### config.mk
export PLATFORM = sky130hd
export DESIGN_NAME = fc_layer_top
export DESIGN_NICKNAME = d
export VERILOG_FILES = /design/src/fc_pkg.sv /design/src/fc_frame_loader.sv /design/src/fc_frame_ram.sv /design/src/fc_layer_engine.sv /design/src/fc_layer_top.sv
export SDC_FILE = /design/constraint.sdc
export NUM_CORES = 1
export LEC_CHECK = 0
export ABC_CLOCK_PERIOD_IN_PS = 9000
export BUFFER_PORTS_ARGS = -buffer_cell sky130_fd_sc_hd__buf_4
export CAP_MARGIN = 20
export CORE_ASPECT_RATIO = 0.9
export CORE_MARGIN = 2
export CORE_UTILIZATION = 30
export DETAILED_ROUTE_END_ITERATION = 10
export SYNTH_ARGS = -nofsm -noshare
export SYNTH_HDL_FRONTEND = slang
export SYNTH_SLANG_ARGS = --single-unit
### constraint.sdc
create_clock -name clk -period 9 [get_ports clk]
set_input_delay 0.45 -clock clk [delete_from_list [all_inputs] [get_ports clk]]
set_output_delay 0.45 -clock clk [all_outputs]
set_load 0.02 [all_outputs]
### src/fc_pkg.sv
// Shared sizes, frame address map, vector types and FSM states of the FC layer
package fc_pkg;

    ////////////////////////////////////////////////////////////
    // Vector types
    ////////////////////////////////////////////////////////////

    typedef logic signed [7:0]  byte_t;    // Input, weight, bias or output value
    typedef logic        [31:0] word_t;    // One stream / RAM word
    typedef logic        [3:0]  addr_t;    // Frame RAM address
    typedef logic signed [18:0] acc_t;     // Eight products plus scaled bias

    ////////////////////////////////////////////////////////////
    // Layer sizes
    ////////////////////////////////////////////////////////////

    localparam int IN_COUNT  = 8;
    localparam int OUT_COUNT = 4;

    // Frame layout in 32-bit words
    localparam int WORDS_IN    = 2;
    localparam int WORDS_W     = 8;    // Two words per weight row
    localparam int WORDS_B     = 1;
    localparam int FRAME_WORDS = WORDS_IN + WORDS_W + WORDS_B;

    ////////////////////////////////////////////////////////////
    // RAM address map
    ////////////////////////////////////////////////////////////

    localparam addr_t IN_BASE = 4'd0;
    localparam addr_t W_BASE  = 4'd4;
    localparam addr_t B_BASE  = 4'd14;

    // Stream loader
    typedef enum logic {
        L_IDLE,
        L_RECEIVE
    } load_state_t;

    // Layer engine
    typedef enum logic [2:0] {
        C_IDLE,
        C_READ_IN,     // Two input words
        C_READ_BIAS,   // One bias word
        C_READ_W,      // Two words of the current weight row
        C_ACCUM,       // One product per cycle
        C_BIAS_ADD,
        C_STORE,       // Quantize into the output byte
        C_SEND
    } calc_state_t;

endpackage

### src/fc_frame_loader.sv
// Frame loader, writes the incoming word stream into the frame RAM and flags a full frame
module fc_frame_loader (
    input  logic          clk,
    input  logic          rstn,
    input  logic          r_valid,
    input  fc_pkg::word_t in_data,
    output logic          wr_en,
    output fc_pkg::addr_t wr_addr,
    output fc_pkg::word_t wr_data,
    output logic          load_done
);

    fc_pkg::load_state_t state;
    logic [3:0]          cnt;        // Position of the next word in the frame
    fc_pkg::addr_t       map_addr;

    ////////////////////////////////////////////////////////////
    // Stream position to RAM region
    ////////////////////////////////////////////////////////////

    always_comb begin
        if (cnt < fc_pkg::WORDS_IN) begin
            map_addr = fc_pkg::IN_BASE + cnt;
        end else if (cnt < fc_pkg::WORDS_IN + fc_pkg::WORDS_W) begin
            map_addr = fc_pkg::W_BASE + (cnt - 4'(fc_pkg::WORDS_IN));
        end else begin
            // Bias region follows the last weight row
            map_addr = fc_pkg::B_BASE + (cnt - 4'(fc_pkg::WORDS_IN + fc_pkg::WORDS_W));
        end
    end

    ////////////////////////////////////////////////////////////
    // Receive FSM
    ////////////////////////////////////////////////////////////

    always_ff @(posedge clk or negedge rstn) begin
        if (!rstn) begin
            state     <= fc_pkg::L_IDLE;
            cnt       <= '0;
            wr_en     <= 1'b0;
            wr_addr   <= '0;
            load_done <= 1'b0;
        end else begin
            wr_en     <= 1'b0;     // Single-cycle write strobes
            load_done <= 1'b0;
            case (state)
                fc_pkg::L_IDLE: begin
                    if (r_valid) begin
                        wr_en   <= 1'b1;
                        wr_addr <= map_addr;
                        cnt     <= cnt + 4'd1;
                        state   <= fc_pkg::L_RECEIVE;
                    end
                end
                fc_pkg::L_RECEIVE: begin
                    if (r_valid) begin
                        wr_en   <= (cnt < fc_pkg::FRAME_WORDS);  // Ignore overlong frames
                        wr_addr <= map_addr;
                        cnt     <= cnt + 4'd1;
                    end else begin
                        // Stream ended, frame is in RAM
                        load_done <= 1'b1;
                        cnt       <= '0;
                        state     <= fc_pkg::L_IDLE;
                    end
                end
                default: state <= fc_pkg::L_IDLE;
            endcase
        end
    end

    // Write data follows the valid word by one cycle
    always_ff @(posedge clk) begin
        if (r_valid) begin
            wr_data <= in_data;
        end
    end

endmodule

### src/fc_frame_ram.sv
// Frame RAM, 32-bit words with one write port and a registered read port
module fc_frame_ram #(
    parameter int ADDR_W = 4
) (
    input  logic          clk,
    input  logic          wr_en,
    input  fc_pkg::addr_t wr_addr,
    input  fc_pkg::word_t wr_data,
    input  logic          rd_en,
    input  fc_pkg::addr_t rd_addr,
    output fc_pkg::word_t rd_data
);

    fc_pkg::word_t mem [2**ADDR_W];

    // Block RAM style, same-address read gets the old word
    always_ff @(posedge clk) begin
        if (wr_en) begin
            mem[wr_addr] <= wr_data;
        end
        if (rd_en) begin
            rd_data <= mem[rd_addr];   // One cycle read latency
        end
    end

endmodule

### src/fc_layer_engine.sv
// Layer engine, reads the frame, accumulates each output row and packs the saturated bytes
module fc_layer_engine #(
    parameter int FRAC_BITS = 6
) (
    input  logic          clk,
    input  logic          rstn,
    input  logic          load_done,
    input  fc_pkg::word_t rd_data,
    output logic          rd_en,
    output fc_pkg::addr_t rd_addr,
    output fc_pkg::word_t out_data,
    output logic          t_valid
);

    fc_pkg::calc_state_t state;
    logic [2:0]          step;       // Word index while reading, input index while accumulating
    logic [1:0]          out_idx;    // Output being computed
    logic                rd_pend;    // rd_data holds the last requested word

    logic [fc_pkg::IN_COUNT*8-1:0] in_vec;
    logic [fc_pkg::IN_COUNT*8-1:0] w_row;   // Current weight row only
    fc_pkg::word_t                 bias_word;
    fc_pkg::acc_t                  acc;

    fc_pkg::byte_t     in_b;
    fc_pkg::byte_t     w_b;
    fc_pkg::byte_t     bias_b;
    logic signed [15:0] prod;
    fc_pkg::acc_t      bias_scaled;
    fc_pkg::acc_t      shifted;
    fc_pkg::byte_t     q_byte;

    ////////////////////////////////////////////////////////////
    // Operand select and quantizer
    ////////////////////////////////////////////////////////////

    assign in_b        = in_vec[8*step +: 8];
    assign w_b         = w_row[8*step +: 8];
    assign bias_b      = bias_word[8*out_idx +: 8];
    assign prod        = in_b * w_b;                                  // Full precision product
    assign bias_scaled = fc_pkg::acc_t'(bias_b) <<< FRAC_BITS;        // Bias into the sum's scale
    assign shifted     = acc >>> FRAC_BITS;                           // Rounds toward minus infinity

    always_comb begin
        if (shifted > fc_pkg::acc_t'(127)) begin
            q_byte = fc_pkg::byte_t'(8'h7f);
        end else if (shifted < fc_pkg::acc_t'(-128)) begin
            q_byte = fc_pkg::byte_t'(8'h80);
        end else begin
            q_byte = fc_pkg::byte_t'(shifted[7:0]);
        end
    end

    ////////////////////////////////////////////////////////////
    // Control FSM
    ////////////////////////////////////////////////////////////

    always_ff @(posedge clk or negedge rstn) begin
        if (!rstn) begin
            state    <= fc_pkg::C_IDLE;
            step     <= '0;
            out_idx  <= '0;
            rd_en    <= 1'b0;
            rd_addr  <= '0;
            rd_pend  <= 1'b0;
            t_valid  <= 1'b0;
            out_data <= '0;
        end else begin
            rd_en   <= 1'b0;
            rd_pend <= rd_en;    // Data lands one cycle after the RAM sees rd_en
            t_valid <= 1'b0;
            case (state)
                fc_pkg::C_IDLE: begin
                    if (load_done) begin
                        rd_en   <= 1'b1;
                        rd_addr <= fc_pkg::IN_BASE;
                        step    <= '0;
                        out_idx <= '0;
                        state   <= fc_pkg::C_READ_IN;
                    end
                end
                fc_pkg::C_READ_IN: begin
                    if (rd_pend) begin
                        rd_en <= 1'b1;
                        if (step == 3'(fc_pkg::WORDS_IN - 1)) begin
                            rd_addr <= fc_pkg::B_BASE;
                            state   <= fc_pkg::C_READ_BIAS;
                        end else begin
                            rd_addr <= rd_addr + 4'd1;
                            step    <= step + 3'd1;
                        end
                    end
                end
                fc_pkg::C_READ_BIAS: begin
                    if (rd_pend) begin
                        rd_en   <= 1'b1;
                        rd_addr <= fc_pkg::W_BASE;    // Row 0
                        step    <= '0;
                        state   <= fc_pkg::C_READ_W;
                    end
                end
                fc_pkg::C_READ_W: begin
                    // A weight row is as wide as the input vector
                    if (rd_pend) begin
                        if (step == 3'(fc_pkg::WORDS_IN - 1)) begin
                            step  <= '0;
                            state <= fc_pkg::C_ACCUM;
                        end else begin
                            rd_en   <= 1'b1;
                            rd_addr <= rd_addr + 4'd1;
                            step    <= step + 3'd1;
                        end
                    end
                end
                fc_pkg::C_ACCUM: begin
                    if (step == 3'(fc_pkg::IN_COUNT - 1)) begin
                        state <= fc_pkg::C_BIAS_ADD;
                    end
                    step <= step + 3'd1;
                end
                fc_pkg::C_BIAS_ADD: state <= fc_pkg::C_STORE;
                fc_pkg::C_STORE: begin
                    out_data[8*out_idx +: 8] <= q_byte;
                    if (out_idx == 2'(fc_pkg::OUT_COUNT - 1)) begin
                        state <= fc_pkg::C_SEND;
                    end else begin
                        // Fetch the next row
                        out_idx <= out_idx + 2'd1;
                        rd_en   <= 1'b1;
                        rd_addr <= fc_pkg::W_BASE + {1'b0, out_idx + 2'd1, 1'b0};
                        step    <= '0;
                        state   <= fc_pkg::C_READ_W;
                    end
                end
                fc_pkg::C_SEND: begin
                    t_valid <= 1'b1;      // out_data already holds all four bytes
                    state   <= fc_pkg::C_IDLE;
                end
                default: state <= fc_pkg::C_IDLE;
            endcase
        end
    end

    ////////////////////////////////////////////////////////////
    // Operand registers and accumulator
    ////////////////////////////////////////////////////////////

    always_ff @(posedge clk) begin
        case (state)
            fc_pkg::C_READ_IN: begin
                if (rd_pend) begin
                    in_vec <= {rd_data, in_vec[63:32]};   // First word ends up low
                end
            end
            fc_pkg::C_READ_BIAS: begin
                if (rd_pend) begin
                    bias_word <= rd_data;
                end
            end
            fc_pkg::C_READ_W: begin
                if (rd_pend) begin
                    w_row <= {rd_data, w_row[63:32]};
                end
                acc <= '0;                                // Fresh sum per output
            end
            fc_pkg::C_ACCUM:    acc <= acc + fc_pkg::acc_t'(prod);
            fc_pkg::C_BIAS_ADD: acc <= acc + bias_scaled;
            default: begin
            end
        endcase
    end

endmodule

### src/fc_layer_top.sv
// FC layer top, connects stream loader, frame RAM and layer engine
module fc_layer_top #(
    parameter int ADDR_W    = 4,
    parameter int FRAC_BITS = 6
) (
    input  logic          clk,
    input  logic          rstn,
    input  logic          r_valid,
    input  fc_pkg::word_t in_data,
    output fc_pkg::word_t out_data,
    output logic          t_valid
);

    // Loader to RAM
    logic          wr_en;
    fc_pkg::addr_t wr_addr;
    fc_pkg::word_t wr_data;

    // Engine side
    logic          load_done;
    logic          rd_en;
    fc_pkg::addr_t rd_addr;
    fc_pkg::word_t rd_data;

    fc_frame_loader loader_i (
        .clk       (clk),
        .rstn      (rstn),
        .r_valid   (r_valid),
        .in_data   (in_data),
        .wr_en     (wr_en),
        .wr_addr   (wr_addr),
        .wr_data   (wr_data),
        .load_done (load_done)
    );

    fc_frame_ram #(
        .ADDR_W (ADDR_W)
    ) ram_i (
        .clk     (clk),
        .wr_en   (wr_en),
        .wr_addr (wr_addr),
        .wr_data (wr_data),
        .rd_en   (rd_en),
        .rd_addr (rd_addr),
        .rd_data (rd_data)
    );

    fc_layer_engine #(
        .FRAC_BITS (FRAC_BITS)
    ) engine_i (
        .clk       (clk),
        .rstn      (rstn),
        .load_done (load_done),
        .rd_data   (rd_data),
        .rd_en     (rd_en),
        .rd_addr   (rd_addr),
        .out_data  (out_data),
        .t_valid   (t_valid)
    );

endmodule

After elaboration in Yosys (flattened, before gate mapping). Memory sizes are Yosys's and may differ from the RTL's. A register that Yosys moved wholly into a read port is not among the register bits. Index checks and enable logic that the tools add are counted. Widths: inputs -> output; s select.

Register bits after elaboration: 269. Bits in writable memories: 512. Input port bits: 35. Output and inout port bits: 33. Word-level logic and storage cells: 129. Memories kept: 1.

Add/subtract/negate cells: 12. Multiply operators: 1. Magnitude comparators: 5. Eq/ne operators: 21. Shift operators: 5. Muxes and demuxes: 52. Bitwise gates (word level): 1. Reduce and logical (&&, ||, !) cells: 13.

Memory list: ram_i.mem (depth 16, bits a word 32, rd ports 1, clocked after Yosys merged registers in 1, write ports 1, RTL line fc_frame_ram.sv:14) `fc_pkg::word_t mem [2**ADDR_W];`.

Operators by type and width (number): $shiftx 64x7->8 (2); $pmux 19 s3 (1); $mux 4 (12); $mux 3 (15); $neg 5->34 (1); $shift 8x34->32 const A (1); $shiftx 8x34->32 (1); $bwmux 32 (1); $shiftx 32x6->8 (1); $pmux 3 s8 (1); $reduce_and 7->1 (3); $pmux 4 s5 (1); $add 19x14->19 (1); $add 19x16->19 (1); $pmux 3 s6 (1); $mul 8x8->16 (1); $mux 8 (2); $eq 3x3->1 const B (5); $gt 13x8->1 const B (1); $lt 13x8->1 const B (1); $mux 1 (12); $ne 2x1->1 const B (6); $ne 2x2->1 const B (5); $add 4x1->4 const B (2); other kinds (26) (32).

Logic depth before layout (Yosys ltp).
Depth after elaboration: 5. Mapped depth: 22. Gate-level depth less buffers: 20.

By module. From an unflattened synthesis, not the netlist that was laid out.

Cells, all modules: 1884. Area, all modules: 34843.4 um^2.

Modules (own cells, without submodules): fc_frame_ram (instances 1, cells an instance 838, area an instance 20155.6 um^2, seq. area each 16335.7 um^2); fc_layer_engine (instances 1, cells an instance 963, area an instance 13147.6 um^2, seq. area each 6551.3 um^2); fc_frame_loader (instances 1, cells an instance 83, area an instance 1540.2 um^2, seq. area each 1236.2 um^2).

Worst setup path after synthesis. No wires, ideal clock.

Kind: register to register. Start: reg engine_i.step[0]. End: reg engine_i.acc[16], data pin. Library setup time: 0.256 ns. Arrival: 6.202 ns. Required time: 8.744 ns. Slack: 2.542 ns. Stages on the path, launching flop included: 21. Buffers on the path: 2. Clock period less this slack: 6.458 ns. Cell sequence: dfrtp_1 > buf_2 > buf_4 > mux4_2 > mux2_2 > inv_1 > nor2_1 > fa_1 > inv_1 > fa_1 > fa_1 > fa_1 > inv_1 > fa_1 > ha_1 > o21ai_0 > o21ai_1 > a311o_1 > a21oi_1 > xnor2_1 > a22o_1.

Cells in the longest elaborated chain, start to end: 4. Elaborated cells on any way between the ends: 5. Classes of those cells: add/sub: 1; mul: 1; shift: 2; mux: 1.

Ends and longest elaborated chain: start: declaration (RTL line fc_layer_engine.sv:16) `logic [2:0] step;`; start signal: assignment (RTL line fc_layer_engine.sv:90) `step <= step + 3'd1;`; start signal: assignment (RTL line fc_layer_engine.sv:111) `step <= step + 3'd1;`; start signal: assignment (RTL line fc_layer_engine.sv:119) `step <= step + 3'd1;`; $shiftx 64x7->8, on equally long branches (RTL line fc_layer_engine.sv:37, fc_layer_engine.sv:38); $mul 8x8->16 (*) (RTL line fc_layer_engine.sv:40) `assign prod = in_b * w_b;`; $add 19x16->19 (*) (RTL line fc_layer_engine.sv:166) `fc_pkg::C_ACCUM: acc <= acc + fc_pkg::acc_t'(prod);`; $pmux 19 s3 (*) (RTL line fc_layer_engine.sv:149) `case (state)`; end signal: assignment (RTL line fc_layer_engine.sv:166); end signal: assignment (RTL line fc_layer_engine.sv:167) `fc_pkg::C_BIAS_ADD: acc <= acc + bias_scaled;`; end: declaration (RTL line fc_layer_engine.sv:23) `fc_pkg::acc_t acc;`.

Mark *: on every way between the ends. The rest lies on a longest branch, timed or not. A chain may end at the register's enable or synchronous reset.

Final worst setup path.
Start: reg engine_i.step[0]. End: reg engine_i.acc[17], data pin.

The elaborated chain is that of the path after synthesis.

==> impl_metrics.py <==
metrics = {
    "outcome": {
        "status": "completed",
    },
    "placement": {
        "place_congestion": 0.822,
        "hpwl_um": 46900,
        "placed_cells": 3644,
        "port_buffers": 67,
        "placed_area_um2": 37600,
    },
    "final_layout": {
        "syn_to_final_growth_pct": 16.4,
        "final_nets": 2399,
        "layout_commonest_cell": "edfxtp_1",
        "fin_area_um2": 40800,
        "diodes": 0,
        "mostFrequentLayoutCells": "edfxtp_1 (755), inv_1 (133), o21ai_0 (127), nand2_1 (111), buf_4 (108)",
        "regArea_um2": 24100,
        "multi_input_area_um2": 10200,
        "n_fill_cell": 10900,
        "final_layout_size_suffix_gt1_share_pct": 19.0,
        "fin_cells": 3836,
    },
    "worst_setup_path": {
        "startpoint_type": "flop",
        "critPathRequiredTime_ps": 9380,
        "criticalPathCategory": "reg2reg",
        "crit_fanout": 25,
        "cp_cell_sequence": "buf_4 > mux4_2 > mux2i_2 > nor2_1 > fa_1 > inv_1 > fa_1 > fa_1 > fa_1 > inv_1 > fa_1 > ha_1 > o21ai_0 > o211ai_1 > a31oi_1 > and4b_1 > o31ai_1 > nand4_1",
        "slowest_stage": "dfrtp_2",
        "endpoint_kind": "flop",
        "cp_num_buf_inv": 3,
        "cp_common_cell": "fa_1",
        "cp_num_cells": 18,
        "ff2ff_path_depth": 18,
        "cp_top_family": "adder cells",
        "worstPathArrival_ps": 7330,
        "critPathMaxStageDelay_ps": 860,
    },
    "synthesis": {
        "ys_types": 67,
        "async_flop_share_pct": 7.13,
        "ys_ff_latch": 813,
        "syn_inst": 2055,
        "postSynthAreaPerCell_um2": 17.1,
        "ys_seq_area_share_pct": 68.8,
        "synth_fp_nets": 2247,
        "synth_top_area_share_pct": 64.7,
        "synth_edf_count": 755,
        "syn-cell-area_um2": 35100,
        "synth-main-ff-cell": "edfxtp_1",
        "synthTopCellsByArea": "edfxtp_1 (65%), mux4_2 (6.7%), fa_1 (4.9%), dfrtp_1 (4.1%), mux2i_1 (2.9%)",
        "yosysWarnings": 0,
        "yosysTopAreaCell": "edfxtp_1",
    },
    "clocking": {
        "clock_latency_ps": 650,
        "tritoncts": "built",
        "cts.sink_count": 813,
        "root_buffer": "clkbuf_16",
        "holdBufCountCts": 33,
        "clkTransAtPathRegs_ps": 60,
        "postCtsSetupBuffers": 0,
        "cts-htree-levels": 3,
        "cts_made_buffers": 85,
        "cts_resized": 0,
        "cts.path.max_buffers": 3,
    },
    "grt": {
        "grt_max_degree": 66,
        "first_global_vias": 18800,
        "grt_usage_pct": 13.0,
        "overflow": 0,
        "grt_antenna_before_repair": 8,
        "grt_pass1_wl_um": 118000,
    },
    "drt": {
        "dr_wl_met3_um": 3720,
        "via_per_inst": 4.78,
        "drtIter0Drc": 1572,
        "drc": 0,
        "wl_met2_um": 37900,
        "antenna_left": 0,
        "dr.pass1.iters": 5,
        "wirelength_um": 77700,
        "post_drt_wl_per_cell_um": 20.3,
        "wl_met1_um": 34200,
        "highest_layer": "met5",
        "vias": 18300,
    },
    "timing": {
        "finalHoldViolations": 0,
        "final-max-slew-violation-count": 0,
        "clock_skew_ps": 56.7,
        "fin_crit_ps": 6950,
        "setup_viol_count_final": 0,
        "relSlewSlack_pct": 36.1,
        "rsz0062_at_grt": "false",
        "timing.fmax_ghz": 0.144,
        "worst_pin_slew_ps": 931,
        "fin_tns_setup_ps": 0,
        "fin_crit_sh_pct": 77.3,
    },
    "floorplanning": {
        "io_pins": 68,
        "core_um2": 115000,
        "die_h_um": 328,
        "rows": 118,
        "initial_utilization_pct": 30.4,
        "die-area_um2": 120000,
        "die_x_um": 364,
    },
    "hold_path": {
        "whs_path_depth": 1,
        "hp-class": "in2reg",
    },
    "job": {
        "drv_cap": 0,
    },
}
[stage by stage]
stage          hold slack (ps)  setup WS, ps  util, %
2_1_floorplan              154          2540        -
3_3_place_gp               425          2080     32.6
3_5_place_dp               432          2000     32.6
4_1_cts                    106          1960     35.3
5_1_grt                    109          1510     35.3
6_report                   123          2050     35.3
[cell families after synthesis]
| family | count (synthesis) | share of synthesized area, % |
|---|---|---|
| DFF | 813 | 68.8 |
| AOI/OAI and AO/OA | 317 | 5.66 |
| and+or+nand+nor | 273 | 3.52 |
| muxes | 251 | 11.3 |
| buffers and inverters | 213 | 2.56 |
| adders and majority gates | 157 | 7.42 |
| xor gates and xnor gates | 31 | 0.774 |
[metal layers]
layer,global-route usage [%],vias up
met5,0,-
met4,3.95,4
met3,2.16,119
met2,21.5,457
met1,17.7,9542
li1,-,8200
[area by class of cell]
cell class	instances	area share [%]
Clock buffer	100	5.45
Clock inverter	56	1.53
Inverter	135	1.25
Multi-Input combinational cell	1029	25.0
Sequential cell	813	59.1
Tap cell	1560	4.78
Timing Repair Buffer	143	2.88
[worst register-to-register path: cells and delay by family, from the launching register on]
family | cells | cell delay, ps
and+or+nand+nor | 3 | 490
AOI/OAI and AO/OA | 4 | 950
DFF | 1 | 860
buffers and inverters | 3 | 520
adders and majority gates | 6 | 2870
muxes | 2 | 1020
[synthesized netlist by cell type, types with 34 or more instances]
cell type / count
a221oi_1: 34
clkbuf_1: 39
a21oi_1: 57
mux2_2: 34
fa_1: 85
inv_1: 133
edfxtp_1: 755
nor2_1: 79
nand2_1: 112
mux2i_1: 100
ha_1: 72
o21ai_0: 127
mux4_2: 104
dfrtp_1: 58
[sequential cells by signal (all words and copies together) (netlist names), 2 cells and up]
name	cells
engine_i.out_idx	2
engine_i.in_vec	64
engine_i.out_data	32
loader_i.wr_addr	4
engine_i.w_row	64
engine_i.state	3
engine_i.step	3
loader_i.cnt	4
loader_i.wr_data	32
ram_i.rd_data	32
engine_i.bias_word	32
ram_i.mem	512
engine_i.acc	19
engine_i.rd_addr	4
[path summary, 6_finish.rpt]
| path | startpoint | end | slack, ps |
|---|---|---|---|
| setup / recovery | engine_i.step[0] | engine_i.acc[17] | 2050 |
| hold / removal | r_valid | loader_i.wr_data[21] | 120 |
| setup reg to reg | engine_i.step[0] | engine_i.acc[17] | 2050 |
| hold reg to reg | engine_i.in_vec[42] | engine_i.in_vec[10] | 430 |
| max in group asynchronous | rstn | engine_i.rd_addr[0] | 7990 |
| min in group asynchronous | rstn | engine_i.step[1] | 440 |
Power is left out: the tool's default activity adds up to more than one toggle a clock period on the data nets, which glitch-free logic cannot reach.
